--- src/verilog/mips_config.svh ---
`ifndef MIPS_CONFIG_SVH
`define MIPS_CONFIG_SVH

// Datapath word width.
`define MIPS_NB_DATA    32

// Instruction address width.
`define MIPS_NB_PC      32

`define MIPS_NB_REG     5

// Width of the immediate after sign or zero extension.
`define MIPS_NB_IMM     32

`define MIPS_NB_ALU_OP  6
`define MIPS_NB_INSTR   32

// Architectural register count, register zero included.
`define MIPS_NUM_REGS   32

`endif

--- src/verilog/mips_pkg.sv ---
`default_nettype none

`include "mips_config.svh"

package mips_pkg;

    typedef logic [`MIPS_NB_DATA-1:0]   data_t;
    typedef logic [`MIPS_NB_PC-1:0]     pc_t;
    typedef logic [`MIPS_NB_REG-1:0]    reg_addr_t;
    typedef logic [`MIPS_NB_IMM-1:0]    imm_t;
    typedef logic [`MIPS_NB_ALU_OP-1:0] alu_op_t;
    typedef logic [`MIPS_NB_INSTR-1:0]  instr_t;

    localparam logic [5:0] OP_RTYPE = 6'h00; // All R-type share opcode zero.
    localparam logic [5:0] OP_BEQ   = 6'h04;
    localparam logic [5:0] OP_ADDIU = 6'h09;
    localparam logic [5:0] OP_SLTI  = 6'h0a;
    localparam logic [5:0] OP_ANDI  = 6'h0c;
    localparam logic [5:0] OP_ORI   = 6'h0d;
    localparam logic [5:0] OP_XORI  = 6'h0e;
    localparam logic [5:0] OP_LUI   = 6'h0f;
    localparam logic [5:0] OP_LB    = 6'h20;
    localparam logic [5:0] OP_LH    = 6'h21;
    localparam logic [5:0] OP_LW    = 6'h23;
    localparam logic [5:0] OP_SB    = 6'h28;
    localparam logic [5:0] OP_SH    = 6'h29;
    localparam logic [5:0] OP_SW    = 6'h2b;

    localparam logic [5:0] FN_SLL   = 6'h00;
    localparam logic [5:0] FN_SRL   = 6'h02;
    localparam logic [5:0] FN_SRA   = 6'h03;
    localparam logic [5:0] FN_ADDU  = 6'h21;
    localparam logic [5:0] FN_SUBU  = 6'h23;
    localparam logic [5:0] FN_AND   = 6'h24;
    localparam logic [5:0] FN_OR    = 6'h25;
    localparam logic [5:0] FN_XOR   = 6'h26;
    localparam logic [5:0] FN_NOR   = 6'h27;
    localparam logic [5:0] FN_SLT   = 6'h2a;

    localparam alu_op_t ALU_ADD = 'd0;
    localparam alu_op_t ALU_SUB = 'd1;
    localparam alu_op_t ALU_AND = 'd2;
    localparam alu_op_t ALU_OR  = 'd3;
    localparam alu_op_t ALU_XOR = 'd4;
    localparam alu_op_t ALU_NOR = 'd5;
    localparam alu_op_t ALU_SLT = 'd6;
    localparam alu_op_t ALU_SLL = 'd7;
    localparam alu_op_t ALU_SRL = 'd8;
    localparam alu_op_t ALU_SRA = 'd9;
    localparam alu_op_t ALU_LUI = 'd10;

endpackage

`default_nettype wire

--- src/verilog/ex_unit.sv ---
`timescale 1ns/1ns
`default_nettype none

module ex_unit
    import mips_pkg::*;
(
    input  logic      ex_mem_write,
    input  logic      ex_branch,
    input  logic      ex_alu_src,
    input  logic      ex_reg_dest,
    input  alu_op_t   ex_alu_op,
    input  pc_t       ex_pc,
    input  data_t     ex_data_a,
    input  data_t     ex_data_b,
    input  imm_t      ex_immediate,
    input  data_t     ex_shamt,
    input  reg_addr_t ex_rt,
    input  reg_addr_t ex_rd,
    input  logic      ex_byte_en,
    input  logic      ex_halfword_en,
    input  logic      ex_word_en,
    output data_t     alu_result,
    output logic      branch_taken,
    output pc_t       branch_target,
    output reg_addr_t write_reg,
    output data_t     store_data
);

    data_t operand_b;
    logic  [4:0] shift_amount;

    assign operand_b    = ex_alu_src ? data_t'(ex_immediate) : ex_data_b;
    assign shift_amount = ex_shamt[4:0]; // Upper bits are always zero.

    always_comb begin
        case (ex_alu_op)
            ALU_ADD: alu_result = ex_data_a + operand_b;
            ALU_SUB: alu_result = ex_data_a - operand_b;
            ALU_AND: alu_result = ex_data_a & operand_b;
            ALU_OR:  alu_result = ex_data_a | operand_b;
            ALU_XOR: alu_result = ex_data_a ^ operand_b;
            ALU_NOR: alu_result = ~(ex_data_a | operand_b);
            ALU_SLT: alu_result = data_t'($signed(ex_data_a) < $signed(operand_b));
            ALU_SLL: alu_result = operand_b << shift_amount;
            ALU_SRL: alu_result = operand_b >> shift_amount;
            ALU_SRA: alu_result = data_t'($signed(operand_b) >>> shift_amount);
            ALU_LUI: alu_result = {ex_immediate[15:0], 16'b0};
            default: alu_result = '0;
        endcase
    end

    assign write_reg = ex_reg_dest ? ex_rd : ex_rt;

    // BEQ compares the register operands directly.
    assign branch_taken  = ex_branch && (ex_data_a == ex_data_b);
    assign branch_target = ex_pc + pc_t'(4) + pc_t'({ex_immediate[29:0], 2'b00});

    // Narrow stores repeat the lane so any byte address finds its data.
    always_comb begin
        if (ex_mem_write && ex_byte_en)
            store_data = {4{ex_data_b[7:0]}};
        else if (ex_mem_write && ex_halfword_en)
            store_data = {2{ex_data_b[15:0]}};
        else if (ex_mem_write && ex_word_en)
            store_data = ex_data_b;
        else
            store_data = '0; // Not a store, so the bus stays quiet.
    end

endmodule

`default_nettype wire

--- src/verilog/id_ex_reg.sv ---
`timescale 1ns/1ns
`default_nettype none

module id_ex_reg
    import mips_pkg::*;
(
    input  logic      i_clock,
    input  logic      rst_n,
    input  logic      id_reg_write,
    input  logic      id_mem_to_reg,
    input  logic      id_mem_read,
    input  logic      id_mem_write,
    input  logic      id_branch,
    input  logic      id_alu_src,
    input  logic      id_reg_dest,
    input  alu_op_t   id_alu_op,
    input  pc_t       id_pc,
    input  data_t     id_data_a,
    input  data_t     id_data_b,
    input  imm_t      id_immediate,
    input  data_t     id_shamt,
    input  reg_addr_t id_rt,
    input  reg_addr_t id_rd,
    input  logic      id_byte_en,
    input  logic      id_halfword_en,
    input  logic      id_word_en,
    output logic      ex_reg_write,
    output logic      ex_mem_to_reg,
    output logic      ex_mem_read,
    output logic      ex_mem_write,
    output logic      ex_branch,
    output logic      ex_alu_src,
    output logic      ex_reg_dest,
    output alu_op_t   ex_alu_op,
    output pc_t       ex_pc,
    output data_t     ex_data_a,
    output data_t     ex_data_b,
    output imm_t      ex_immediate,
    output data_t     ex_shamt,
    output reg_addr_t ex_rt,
    output reg_addr_t ex_rd,
    output logic      ex_byte_en,
    output logic      ex_halfword_en,
    output logic      ex_word_en
);

    // Clearing the control bits turns the slot into a bubble.
    always_ff @(posedge i_clock or negedge rst_n) begin
        if (!rst_n) begin
            ex_reg_write   <= 1'b0;
            ex_mem_to_reg  <= 1'b0;
            ex_mem_read    <= 1'b0;
            ex_mem_write   <= 1'b0;
            ex_branch      <= 1'b0;
            ex_alu_src     <= 1'b0;
            ex_reg_dest    <= 1'b0;
            ex_byte_en     <= 1'b0;
            ex_halfword_en <= 1'b0;
            ex_word_en     <= 1'b0;
        end else begin
            ex_reg_write   <= id_reg_write;
            ex_mem_to_reg  <= id_mem_to_reg;
            ex_mem_read    <= id_mem_read;
            ex_mem_write   <= id_mem_write;
            ex_branch      <= id_branch;
            ex_alu_src     <= id_alu_src;
            ex_reg_dest    <= id_reg_dest;
            ex_byte_en     <= id_byte_en;
            ex_halfword_en <= id_halfword_en;
            ex_word_en     <= id_word_en;
        end
    end

    always_ff @(posedge i_clock) begin
        ex_alu_op    <= id_alu_op;
        ex_pc        <= id_pc;
        ex_data_a    <= id_data_a;
        ex_data_b    <= id_data_b;
        ex_immediate <= id_immediate;
        ex_shamt     <= id_shamt;
        ex_rt        <= id_rt;
        ex_rd        <= id_rd;
    end

endmodule

`default_nettype wire

--- src/verilog/id_ex_stage.sv ---
`timescale 1ns/1ns
`default_nettype none

module id_ex_stage
    import mips_pkg::*;
(
    input  logic      i_clock,
    input  logic      rst_n,
    input  instr_t    instr,
    input  pc_t       pc,
    input  logic      wb_reg_write,
    input  reg_addr_t wb_write_reg,
    input  data_t     wb_write_data,
    output data_t     alu_result,
    output logic      branch_taken,
    output pc_t       branch_target,
    output reg_addr_t write_reg,
    output data_t     store_data,
    output logic      reg_write,
    output logic      mem_to_reg,
    output logic      mem_read,
    output logic      mem_write,
    output logic      byte_en,
    output logic      halfword_en,
    output logic      word_en
);

    reg_addr_t id_rs;
    reg_addr_t id_rt;
    reg_addr_t id_rd;
    logic      id_reg_write;
    logic      id_mem_to_reg;
    logic      id_mem_read;
    logic      id_mem_write;
    logic      id_branch;
    logic      id_alu_src;
    logic      id_reg_dest;
    logic      id_byte_en;
    logic      id_halfword_en;
    logic      id_word_en;
    alu_op_t   id_alu_op;
    imm_t      id_immediate;
    data_t     id_shamt;
    data_t     id_data_a;
    data_t     id_data_b;

    logic      ex_branch;
    logic      ex_alu_src;
    logic      ex_reg_dest;
    alu_op_t   ex_alu_op;
    pc_t       ex_pc;
    data_t     ex_data_a;
    data_t     ex_data_b;
    imm_t      ex_immediate;
    data_t     ex_shamt;
    reg_addr_t ex_rt;
    reg_addr_t ex_rd;

    instr_decoder u_decoder (
        .instr       (instr),
        .rs          (id_rs),
        .rt          (id_rt),
        .reg_write   (id_reg_write),
        .mem_to_reg  (id_mem_to_reg),
        .mem_read    (id_mem_read),
        .mem_write   (id_mem_write),
        .branch      (id_branch),
        .alu_src     (id_alu_src),
        .reg_dest    (id_reg_dest),
        .byte_en     (id_byte_en),
        .halfword_en (id_halfword_en),
        .word_en     (id_word_en),
        .alu_op      (id_alu_op),
        .immediate   (id_immediate),
        .shamt       (id_shamt),
        .rd          (id_rd)
    );

    register_file u_regfile (
        .i_clock     (i_clock),
        .rst_n       (rst_n),
        .read_addr_a (id_rs),
        .read_addr_b (id_rt),
        .read_data_a (id_data_a),
        .read_data_b (id_data_b),
        .write_en    (wb_reg_write),
        .write_addr  (wb_write_reg),
        .write_data  (wb_write_data)
    );

    id_ex_reg u_id_ex (
        .i_clock        (i_clock),
        .rst_n          (rst_n),
        .id_reg_write   (id_reg_write),
        .id_mem_to_reg  (id_mem_to_reg),
        .id_mem_read    (id_mem_read),
        .id_mem_write   (id_mem_write),
        .id_branch      (id_branch),
        .id_alu_src     (id_alu_src),
        .id_reg_dest    (id_reg_dest),
        .id_alu_op      (id_alu_op),
        .id_pc          (pc),
        .id_data_a      (id_data_a),
        .id_data_b      (id_data_b),
        .id_immediate   (id_immediate),
        .id_shamt       (id_shamt),
        .id_rt          (id_rt),
        .id_rd          (id_rd),
        .id_byte_en     (id_byte_en),
        .id_halfword_en (id_halfword_en),
        .id_word_en     (id_word_en),
        .ex_reg_write   (reg_write),
        .ex_mem_to_reg  (mem_to_reg),
        .ex_mem_read    (mem_read),
        .ex_mem_write   (mem_write),
        .ex_branch      (ex_branch),
        .ex_alu_src     (ex_alu_src),
        .ex_reg_dest    (ex_reg_dest),
        .ex_alu_op      (ex_alu_op),
        .ex_pc          (ex_pc),
        .ex_data_a      (ex_data_a),
        .ex_data_b      (ex_data_b),
        .ex_immediate   (ex_immediate),
        .ex_shamt       (ex_shamt),
        .ex_rt          (ex_rt),
        .ex_rd          (ex_rd),
        .ex_byte_en     (byte_en),
        .ex_halfword_en (halfword_en),
        .ex_word_en     (word_en)
    );

    ex_unit u_ex (
        .ex_mem_write   (mem_write),
        .ex_branch      (ex_branch),
        .ex_alu_src     (ex_alu_src),
        .ex_reg_dest    (ex_reg_dest),
        .ex_alu_op      (ex_alu_op),
        .ex_pc          (ex_pc),
        .ex_data_a      (ex_data_a),
        .ex_data_b      (ex_data_b),
        .ex_immediate   (ex_immediate),
        .ex_shamt       (ex_shamt),
        .ex_rt          (ex_rt),
        .ex_rd          (ex_rd),
        .ex_byte_en     (byte_en),
        .ex_halfword_en (halfword_en),
        .ex_word_en     (word_en),
        .alu_result     (alu_result),
        .branch_taken   (branch_taken),
        .branch_target  (branch_target),
        .write_reg      (write_reg),
        .store_data     (store_data)
    );

endmodule

`default_nettype wire

--- src/verilog/instr_decoder.sv ---
`timescale 1ns/1ns
`default_nettype none

module instr_decoder
    import mips_pkg::*;
(
    input  instr_t    instr,
    output reg_addr_t rs,
    output reg_addr_t rt,
    output logic      reg_write,
    output logic      mem_to_reg,
    output logic      mem_read,
    output logic      mem_write,
    output logic      branch,
    output logic      alu_src,
    output logic      reg_dest,
    output logic      byte_en,
    output logic      halfword_en,
    output logic      word_en,
    output alu_op_t   alu_op,
    output imm_t      immediate,
    output data_t     shamt,
    output reg_addr_t rd
);

    logic [5:0] opcode;
    logic [5:0] funct;
    logic       zero_ext;

    assign opcode = instr[31:26];
    assign funct  = instr[5:0];
    assign rs     = instr[25:21];
    assign rt     = instr[20:16];
    assign rd     = instr[15:11];
    assign shamt  = data_t'(instr[10:6]); // Unsigned cast zero-extends.

    assign immediate = zero_ext ? {16'b0, instr[15:0]} : {{16{instr[15]}}, instr[15:0]};

    always_comb begin
        reg_write   = 1'b0;
        mem_to_reg  = 1'b0;
        mem_read    = 1'b0;
        mem_write   = 1'b0;
        branch      = 1'b0;
        alu_src     = 1'b0;
        reg_dest    = 1'b0;
        byte_en     = 1'b0;
        halfword_en = 1'b0;
        word_en     = 1'b0;
        zero_ext    = 1'b0;
        alu_op      = ALU_ADD;
        case (opcode)
            OP_RTYPE: begin
                reg_write = 1'b1;
                reg_dest  = 1'b1;
                case (funct)
                    FN_ADDU: alu_op = ALU_ADD;
                    FN_SUBU: alu_op = ALU_SUB;
                    FN_AND:  alu_op = ALU_AND;
                    FN_OR:   alu_op = ALU_OR;
                    FN_XOR:  alu_op = ALU_XOR;
                    FN_NOR:  alu_op = ALU_NOR;
                    FN_SLT:  alu_op = ALU_SLT;
                    FN_SLL:  alu_op = ALU_SLL;
                    FN_SRL:  alu_op = ALU_SRL;
                    FN_SRA:  alu_op = ALU_SRA;
                    default: begin
                        reg_write = 1'b0; // Unknown function code is a bubble.
                        reg_dest  = 1'b0;
                    end
                endcase
            end
            OP_ADDIU, OP_SLTI, OP_ANDI, OP_ORI, OP_XORI, OP_LUI: begin
                reg_write = 1'b1;
                alu_src   = 1'b1;
                case (opcode)
                    OP_SLTI: alu_op = ALU_SLT;
                    OP_ANDI: alu_op = ALU_AND;
                    OP_ORI:  alu_op = ALU_OR;
                    OP_XORI: alu_op = ALU_XOR;
                    OP_LUI:  alu_op = ALU_LUI;
                    default: alu_op = ALU_ADD;
                endcase
                zero_ext = (opcode == OP_ANDI) || (opcode == OP_ORI) || (opcode == OP_XORI);
            end
            OP_LW, OP_LH, OP_LB: begin
                reg_write   = 1'b1;
                mem_to_reg  = 1'b1;
                mem_read    = 1'b1;
                alu_src     = 1'b1; // Address is base plus offset.
                word_en     = (opcode == OP_LW);
                halfword_en = (opcode == OP_LH);
                byte_en     = (opcode == OP_LB);
            end
            OP_SW, OP_SH, OP_SB: begin
                mem_write   = 1'b1;
                alu_src     = 1'b1;
                word_en     = (opcode == OP_SW);
                halfword_en = (opcode == OP_SH);
                byte_en     = (opcode == OP_SB);
            end
            OP_BEQ: begin
                branch = 1'b1;
                alu_op = ALU_SUB;
            end
            default: ;
        endcase
    end

endmodule

`default_nettype wire

--- src/verilog/register_file.sv ---
`timescale 1ns/1ns
`default_nettype none

`include "mips_config.svh"

module register_file
    import mips_pkg::*;
(
    input  logic      i_clock,
    input  logic      rst_n,
    input  reg_addr_t read_addr_a,
    input  reg_addr_t read_addr_b,
    output data_t     read_data_a,
    output data_t     read_data_b,
    input  logic      write_en,
    input  reg_addr_t write_addr,
    input  data_t     write_data
);

    data_t regs [`MIPS_NUM_REGS];

    always_ff @(posedge i_clock or negedge rst_n) begin
        if (!rst_n) begin
            for (int i = 0; i < `MIPS_NUM_REGS; i++) begin
                regs[i] <= '0;
            end
        end else if (write_en && (write_addr != '0)) begin
            regs[write_addr] <= write_data; // Register zero is never written.
        end
    end

    // A write in the same cycle is forwarded so decode sees the new value.
    always_comb begin
        if (read_addr_a == '0)
            read_data_a = '0;
        else if (write_en && (write_addr == read_addr_a))
            read_data_a = write_data;
        else
            read_data_a = regs[read_addr_a];
    end

    always_comb begin
        if (read_addr_b == '0)
            read_data_b = '0;
        else if (write_en && (write_addr == read_addr_b))
            read_data_b = write_data;
        else
            read_data_b = regs[read_addr_b];
    end

endmodule

`default_nettype wire
--- config.mk ---
export PLATFORM = sky130hd
export DESIGN_NAME = id_ex_stage
export DESIGN_NICKNAME = d
export VERILOG_FILES = /design/src/verilog/mips_pkg.sv /design/src/verilog/ex_unit.sv /design/src/verilog/id_ex_reg.sv /design/src/verilog/id_ex_stage.sv /design/src/verilog/instr_decoder.sv /design/src/verilog/register_file.sv
export VERILOG_INCLUDE_DIRS = /design/src /design/src/verilog
export SDC_FILE = /design/constraint.sdc
export NUM_CORES = 2
export LEC_CHECK = 0
export BUFFER_PORTS_ARGS = -buffer_cell sky130_fd_sc_hd__buf_2
export CAP_MARGIN = 20
export CORE_MARGIN = 5
export CORE_UTILIZATION = 40
export DETAILED_ROUTE_END_ITERATION = 10
export GPL_TIMING_DRIVEN = 0
export PLACE_DENSITY = 0.63
export SLEW_MARGIN = 20
export SYNTH_ARGS = -nofsm -noshare
export SYNTH_HDL_FRONTEND = slang
export SYNTH_SLANG_ARGS = --single-unit
--- constraint.sdc ---
create_clock -name i_clock -period 4.35 [get_ports i_clock]
set_clock_uncertainty 0.2 [all_clocks]
set_input_delay 0.2175 -clock i_clock [delete_from_list [all_inputs] [get_ports i_clock]]
set_output_delay 0.2175 -clock i_clock [all_outputs]
set_load 0.1 [all_outputs]
# Word level (Yosys, flattened, before mapping)
# Index checks and enable logic that the tools add are counted.
# totals
wordCells	157
register_bits	1167
# classes
reduce_logical	22
bitwise_logic	7
n_shift	3
add_sub_neg	4
eq_ne	35
n_mux	31
magnitude_cmp	5
# op_table
cell	count
bitwise mux 1024 bit	1
two-way mux 32 bit	11
case mux 32 bit (11 select lines)	1
binary-select mux 32 bit (select 5 bit)	2
demux 32 bit (select 5 bit)	1
equality test 6 bit (second input constant)	13
adder 32 bit	2
equality test 6 x 4 -> 1 bit (second input constant)	9
case mux 4 bit (9 select lines)	1
adder 32 x 3 -> 32 bit (second input constant)	1
bitwise AND 32 bit	1
equality test 32 bit	1
less-than comparator 32 bit	1
NOT 32 bit	1
bitwise OR 32 bit	1
left shift 32 x 5 -> 32 bit	1
right shift 32 x 5 -> 32 bit	1
>>> shifter 32 x 5 -> 32 bit	1
subtractor 32 bit	1
bitwise XOR 32 bit	1
equality test 6 x 3 -> 1 bit (second input constant)	5
equality test 6 x 2 -> 1 bit (second input constant)	4
case mux 4 bit (5 select lines)	1
greater-or-equal comparator 6 bit (second input constant)	3
18 further kinds	42

# Longest topological paths before layout
# depth
depth_word	6
depth_mapped	17
depth_no_buf	14

# Cells and area by module
# Synthesis repeated with hierarchy kept, for this count alone.
# unflattened
cells_unflattened	6000
hier_area_um2	73178.9
# modules_own_cells
module	cells_each	seq_area_each_um2	area_each_um2	n_inst
register_file	3866	25624.6	55169.2	1
ex_unit	1799	0.0	13207.7	1
id_ex_reg	186	3773.6	3773.6	1
instr_decoder	149	0.0	1028.5	1

# Worst setup path after synthesis
# No wires, ideal clock.
# synth_timing
path_kind	flip-flop to output port
from	register u_id_ex.ex_alu_src
to	output port alu_result[6]
t_required_ns	3.933
arrival_time_ns	5.718
stages_incl_launch_ff	12
path_slack_ns	-1.786
cell_sequence	dfrtp_1 > buf_2 > buf_2 > mux2i_1 > inv_1 > ha_1 > inv_1 > fa_1 > nor3b_1 > o311ai_1 > nand2_1 > o311ai_0
# synth_via
elab_chain_len	4
elab_cells_between_ends	11
# synth_lines
item	line_no	rtl
start: declaration	id_ex_reg.sv:32	output logic ex_alu_src,
start signal: assignment	id_ex_reg.sv:66	ex_alu_src <= id_alu_src;
two-way mux 32 bit (*)	ex_unit.sv:32	assign operand_b = ex_alu_src ? data_t'(ex_immediate) : ex_data_b;
parallel branches: the longest is 2 deep, another holds subtractor 32 bit	n/a	
case mux 32 bit (11 select lines) (*)	ex_unit.sv:36	case (ex_alu_op)
end: declaration	id_ex_stage.sv:14	output data_t alu_result,
# Every way passes the cells marked *.

# Worst setup path in the final report
# layout_timing
from	register u_id_ex.ex_shamt[3]
to	output port alu_result[24]
# layout_via
elab_chain_len	2
elab_cells_between_ends	4
# layout_lines
item	line_no	rtl
start: declaration	id_ex_reg.sv:39	output data_t ex_shamt,
start signal: assignment	id_ex_reg.sv:80	ex_shamt <= id_shamt;
>>> shifter 32 x 5 -> 32 bit (tied with other cells)	ex_unit.sv:46	ALU_SRA: alu_result = data_t'($signed(operand_b) >>> shift_amount);
case mux 32 bit (11 select lines) (*)	ex_unit.sv:36	
# Every way passes the cells marked *; elsewhere a longest branch is shown, timed or not.

==> impl_metrics.py <==
metrics = {
    "run_status": {
        "outcome": "finished with violations",
        "violations": "setup timing",
    },
    "sta": {
        "layout_setup_ws_ns": -1.058,
        "finalSetupViolCount": 34,
        "fin_setup_tns_ns": -18.38,
        "relSlewSlack_pct": 12.66,
        "drv_slew": 0,
        "rsz0062_at_grt": "true",
        "period_share_pct": 124.3,
        "whs_ns": 0.02797,
        "fin_crit_ns": 5.408,
        "worst_pin_slew_ns": 1.310,
        "hold_viol": 0,
        "fmax_mhz": 184.9,
    },
    "routing": {
        "viasPerCell": 6.476,
        "antenna_left": 0,
        "first_pass_iters": 8,
        "wl_per_cell_um": 34.05,
        "wl_um": 285700,
        "drc": 0,
        "drtIter0Drc": 6999,
        "num_vias": 54331,
    },
    "floorplan": {
        "dieHeight_um": 427.5,
        "fp.dieW_um": 427.5,
        "io_pins": 213,
        "die-area_mm2": 0.1827,
        "coreArea_mm2": 0.1736,
        "std_cell_rows": 153,
        "initial_utilization_pct": 40.15,
    },
    "clocking": {
        "clk-insertion-delay-late_ns": 0.80,
        "root_buffer": "clkbuf_16",
        "cts_buffers": 134,
        "cts_num_sinks": 1155,
        "clkTransAtPathRegs_ns": 0.06,
        "cts_max_path_buffers": 3,
        "tritoncts": "yes",
        "cts_max_level": 4,
    },
    "power_and_ir_drop": {
        "combinationalPowerShare_pct": 39.2,
        "switchingPower_mw": 16.73,
        "p_int_mw": 27.05,
        "p_per_area_mw_per_mm2": 519.8,
        "ir_drop_uv": 389.7,
        "power_frac_seq_pct": 34.1,
        "switching_share_pct": 38.21,
        "clkPwrFrac_pct": 26.7,
        "p_leak_nw": 35.41,
    },
    "grt": {
        "overflow": 0,
        "grt_max_degree": 137,
        "grt_usage_pct": 30.75,
        "grt_pass1_wl_um": 402100,
        "grt_pass1_vias": 54811,
        "antenna_found_initial": 24,
    },
    "yosys": {
        "syn_inst": 5336,
        "syn_area_mm2": 0.06971,
        "syn_nets": 5597,
        "yosysTopAreaCellShare_pct": 37.08,
        "synth_top_area_cell": "dfrtp_1",
        "synth-async-reset-ratio_pct": 89.44,
        "yosysWarnings": 0,
        "ys_seq_area_share_pct": 40.58,
        "yosys.cell_types.count": 89,
        "ys_top_cells_by_area": "dfrtp_1 (37%), mux4_2 (22%), mux2_2 (16%)",
        "synth-edff-count": 0,
        "ys.flop_type": "dfrtp_1",
        "synth_area_per_cell_um2": 13.06,
        "ys_seq_elements": 1155,
    },
    "finish": {
        "stdcell_area_mm2": 0.08423,
        "layout-drive-gt1-share_pct": 45.32,
        "nets": 6208,
        "largest_reg_flops": 1024,
        "area_growth_pct": 20.82,
        "top_register": "u_regfile.regs",
        "mostFrequentLayoutCell": "dfrtp_1",
        "final_cell_mix": "dfrtp_1 (1032), mux2_2 (1014), mux4_2 (669)",
    },
    "worst_setup_path": {
        "crit_arrival_ns": 4.99,
        "critPathLaunchType": "register",
        "setup.worst_path.class": "reg2out",
        "cp.required_ns": 3.93,
        "cp_max_fo": 10,
        "crit_path_start": "u_id_ex.ex_shamt[3]",
        "end_kind": "output port",
        "reg2reg_from": "u_regfile.regs[391]",
    },
    "placed_design": {
        "place_area_mm2": 0.07424,
        "io_buffers": 203,
        "gp_congestion": 1.039,
        "hpwl_um": 202900,
    },
    "hold_path": {
        "min_from": "instr[15]",
        "hp-class": "in2reg",
    },
    "job": {
        "drv_cap": 0,
    },
}
synthesized netlist by cell type (23+ instances only):
master	instances
xor2_1	24
a31oi_1	23
nor3_1	55
nand2_1	196
a21oi_1	177
a21o_1	33
inv_1	110
ha_1	154
nor2_1	270
nand3_1	52
mux4_2	669
xnor2_1	74
dfrtp_1	1033
o21ai_0	92
a211oi_1	93
mux2i_1	123
o31ai_1	27
clkbuf_1	390
dfxtp_1	122
buf_2	44
buf_1	99
mux2_2	1017
nor2b_1	33
per-layer routing:
layer / track usage (%) / share of wire [%]
met3: 9.647 / 11
met5: 0.2688 / 0
met4: 17.28 / 6.7
met1: 38.07 / 37
met2: 47.80 / 46
path summary, 6_finish.rpt:
path | cells after the start | slack [ns] | to
max | 15 | -1.06 | alu_result[24]
min | 2 | 0.03 | u_id_ex.ex_immediate[15]
max reg2reg | 4 | 1.84 | u_id_ex.ex_data_a[7]
min reg2reg | 1 | 0.28 | u_regfile.regs[994]
max in group asynchronous | 6 | 1.59 | u_id_ex.ex_alu_src
min in group asynchronous | 4 | 0.40 | u_regfile.regs[820]
power groups by stage:
| stage | Sequential (mW) | Clock, mW | Combinational [mW] |
|---|---|---|---|
| 2_1_floorplan | 13.9 | 0 | 10.5 |
| 3_3_place_gp | 14.7 | 0 | 14.0 |
| 3_5_place_dp | 14.8 | 0 | 14.2 |
| 4_1_cts | 14.8 | 11.8 | 16.1 |
| 5_1_grt | 15.1 | 12.3 | 17.8 |
| 6_report | 14.9 | 11.7 | 17.1 |
area by class of cell:
type	instances	area, µm²
fill	15070	89400
multi-input combinational	3521	40890
sequential	1155	28360
timing repair buffer	494	4419
clock buffer	192	3901
tap	2325	2909
buffer	519	2541
clock inverter	49	693.2
inverter	122	483.0
antenna	12	30.03
critical path, cell delays in order (launching register included):
cell	delay [ns]
dfxtp_2	0.49
clkbuf_8	0.25
clkbuf_8	0.23
buf_4	0.26
mux2i_4	0.12
ha_4	0.32
or2_1	0.31
or4_4	0.52
a21oi_4	0.20
o31ai_4	0.13
a211oi_4	0.30
nor2_1	0.09
a21oi_2	0.18
xnor2_2	0.13
o211ai_1	0.41
buf_6	0.29
logic make-up (layout without fill, tap and decap cells):
| logic type | after synthesis | after routing | share of synthesized area (%) |
|---|---|---|---|
| multiplexers | 1809 | 1809 | 39.81 |
| AND/OR/NAND/NOR | 753 | 753 | 4.977 |
| other | 0 | 12 | 0 |
| AO/OA/AOI/OAI | 704 | 704 | 6.887 |
| flip-flops | 1155 | 1155 | 40.58 |
| adder cells (fa/ha/maj) | 157 | 157 | 2.850 |
| XOR/XNOR | 98 | 98 | 1.231 |
| buffers and inverters | 660 | 1376 | 3.665 |
stage by stage:
step	util, %	worst slack [ns]	power [mW]	cells
after floorplan	-	-0.8155	24.45	5336
after global placement	42.55	-19.79	28.67	7864
after detailed placement	42.76	-1.640	28.98	7876
after CTS	47.79	-1.032	42.69	8330
after global routing	48.50	-1.128	45.23	8383
final	48.51	-1.058	43.78	8389
repair_timing:
item | in CTS | in global routing
setup endpoints to repair | 64 | 59
hold buffers | 143 | 0
resized for setup | 527 | 179
pin swaps | 104 | 96
cloned | 0 | 1
hold endpoints to repair | 994 | 0
buffers inserted | 87 | 49
Power figures use the tool's default switching activity.
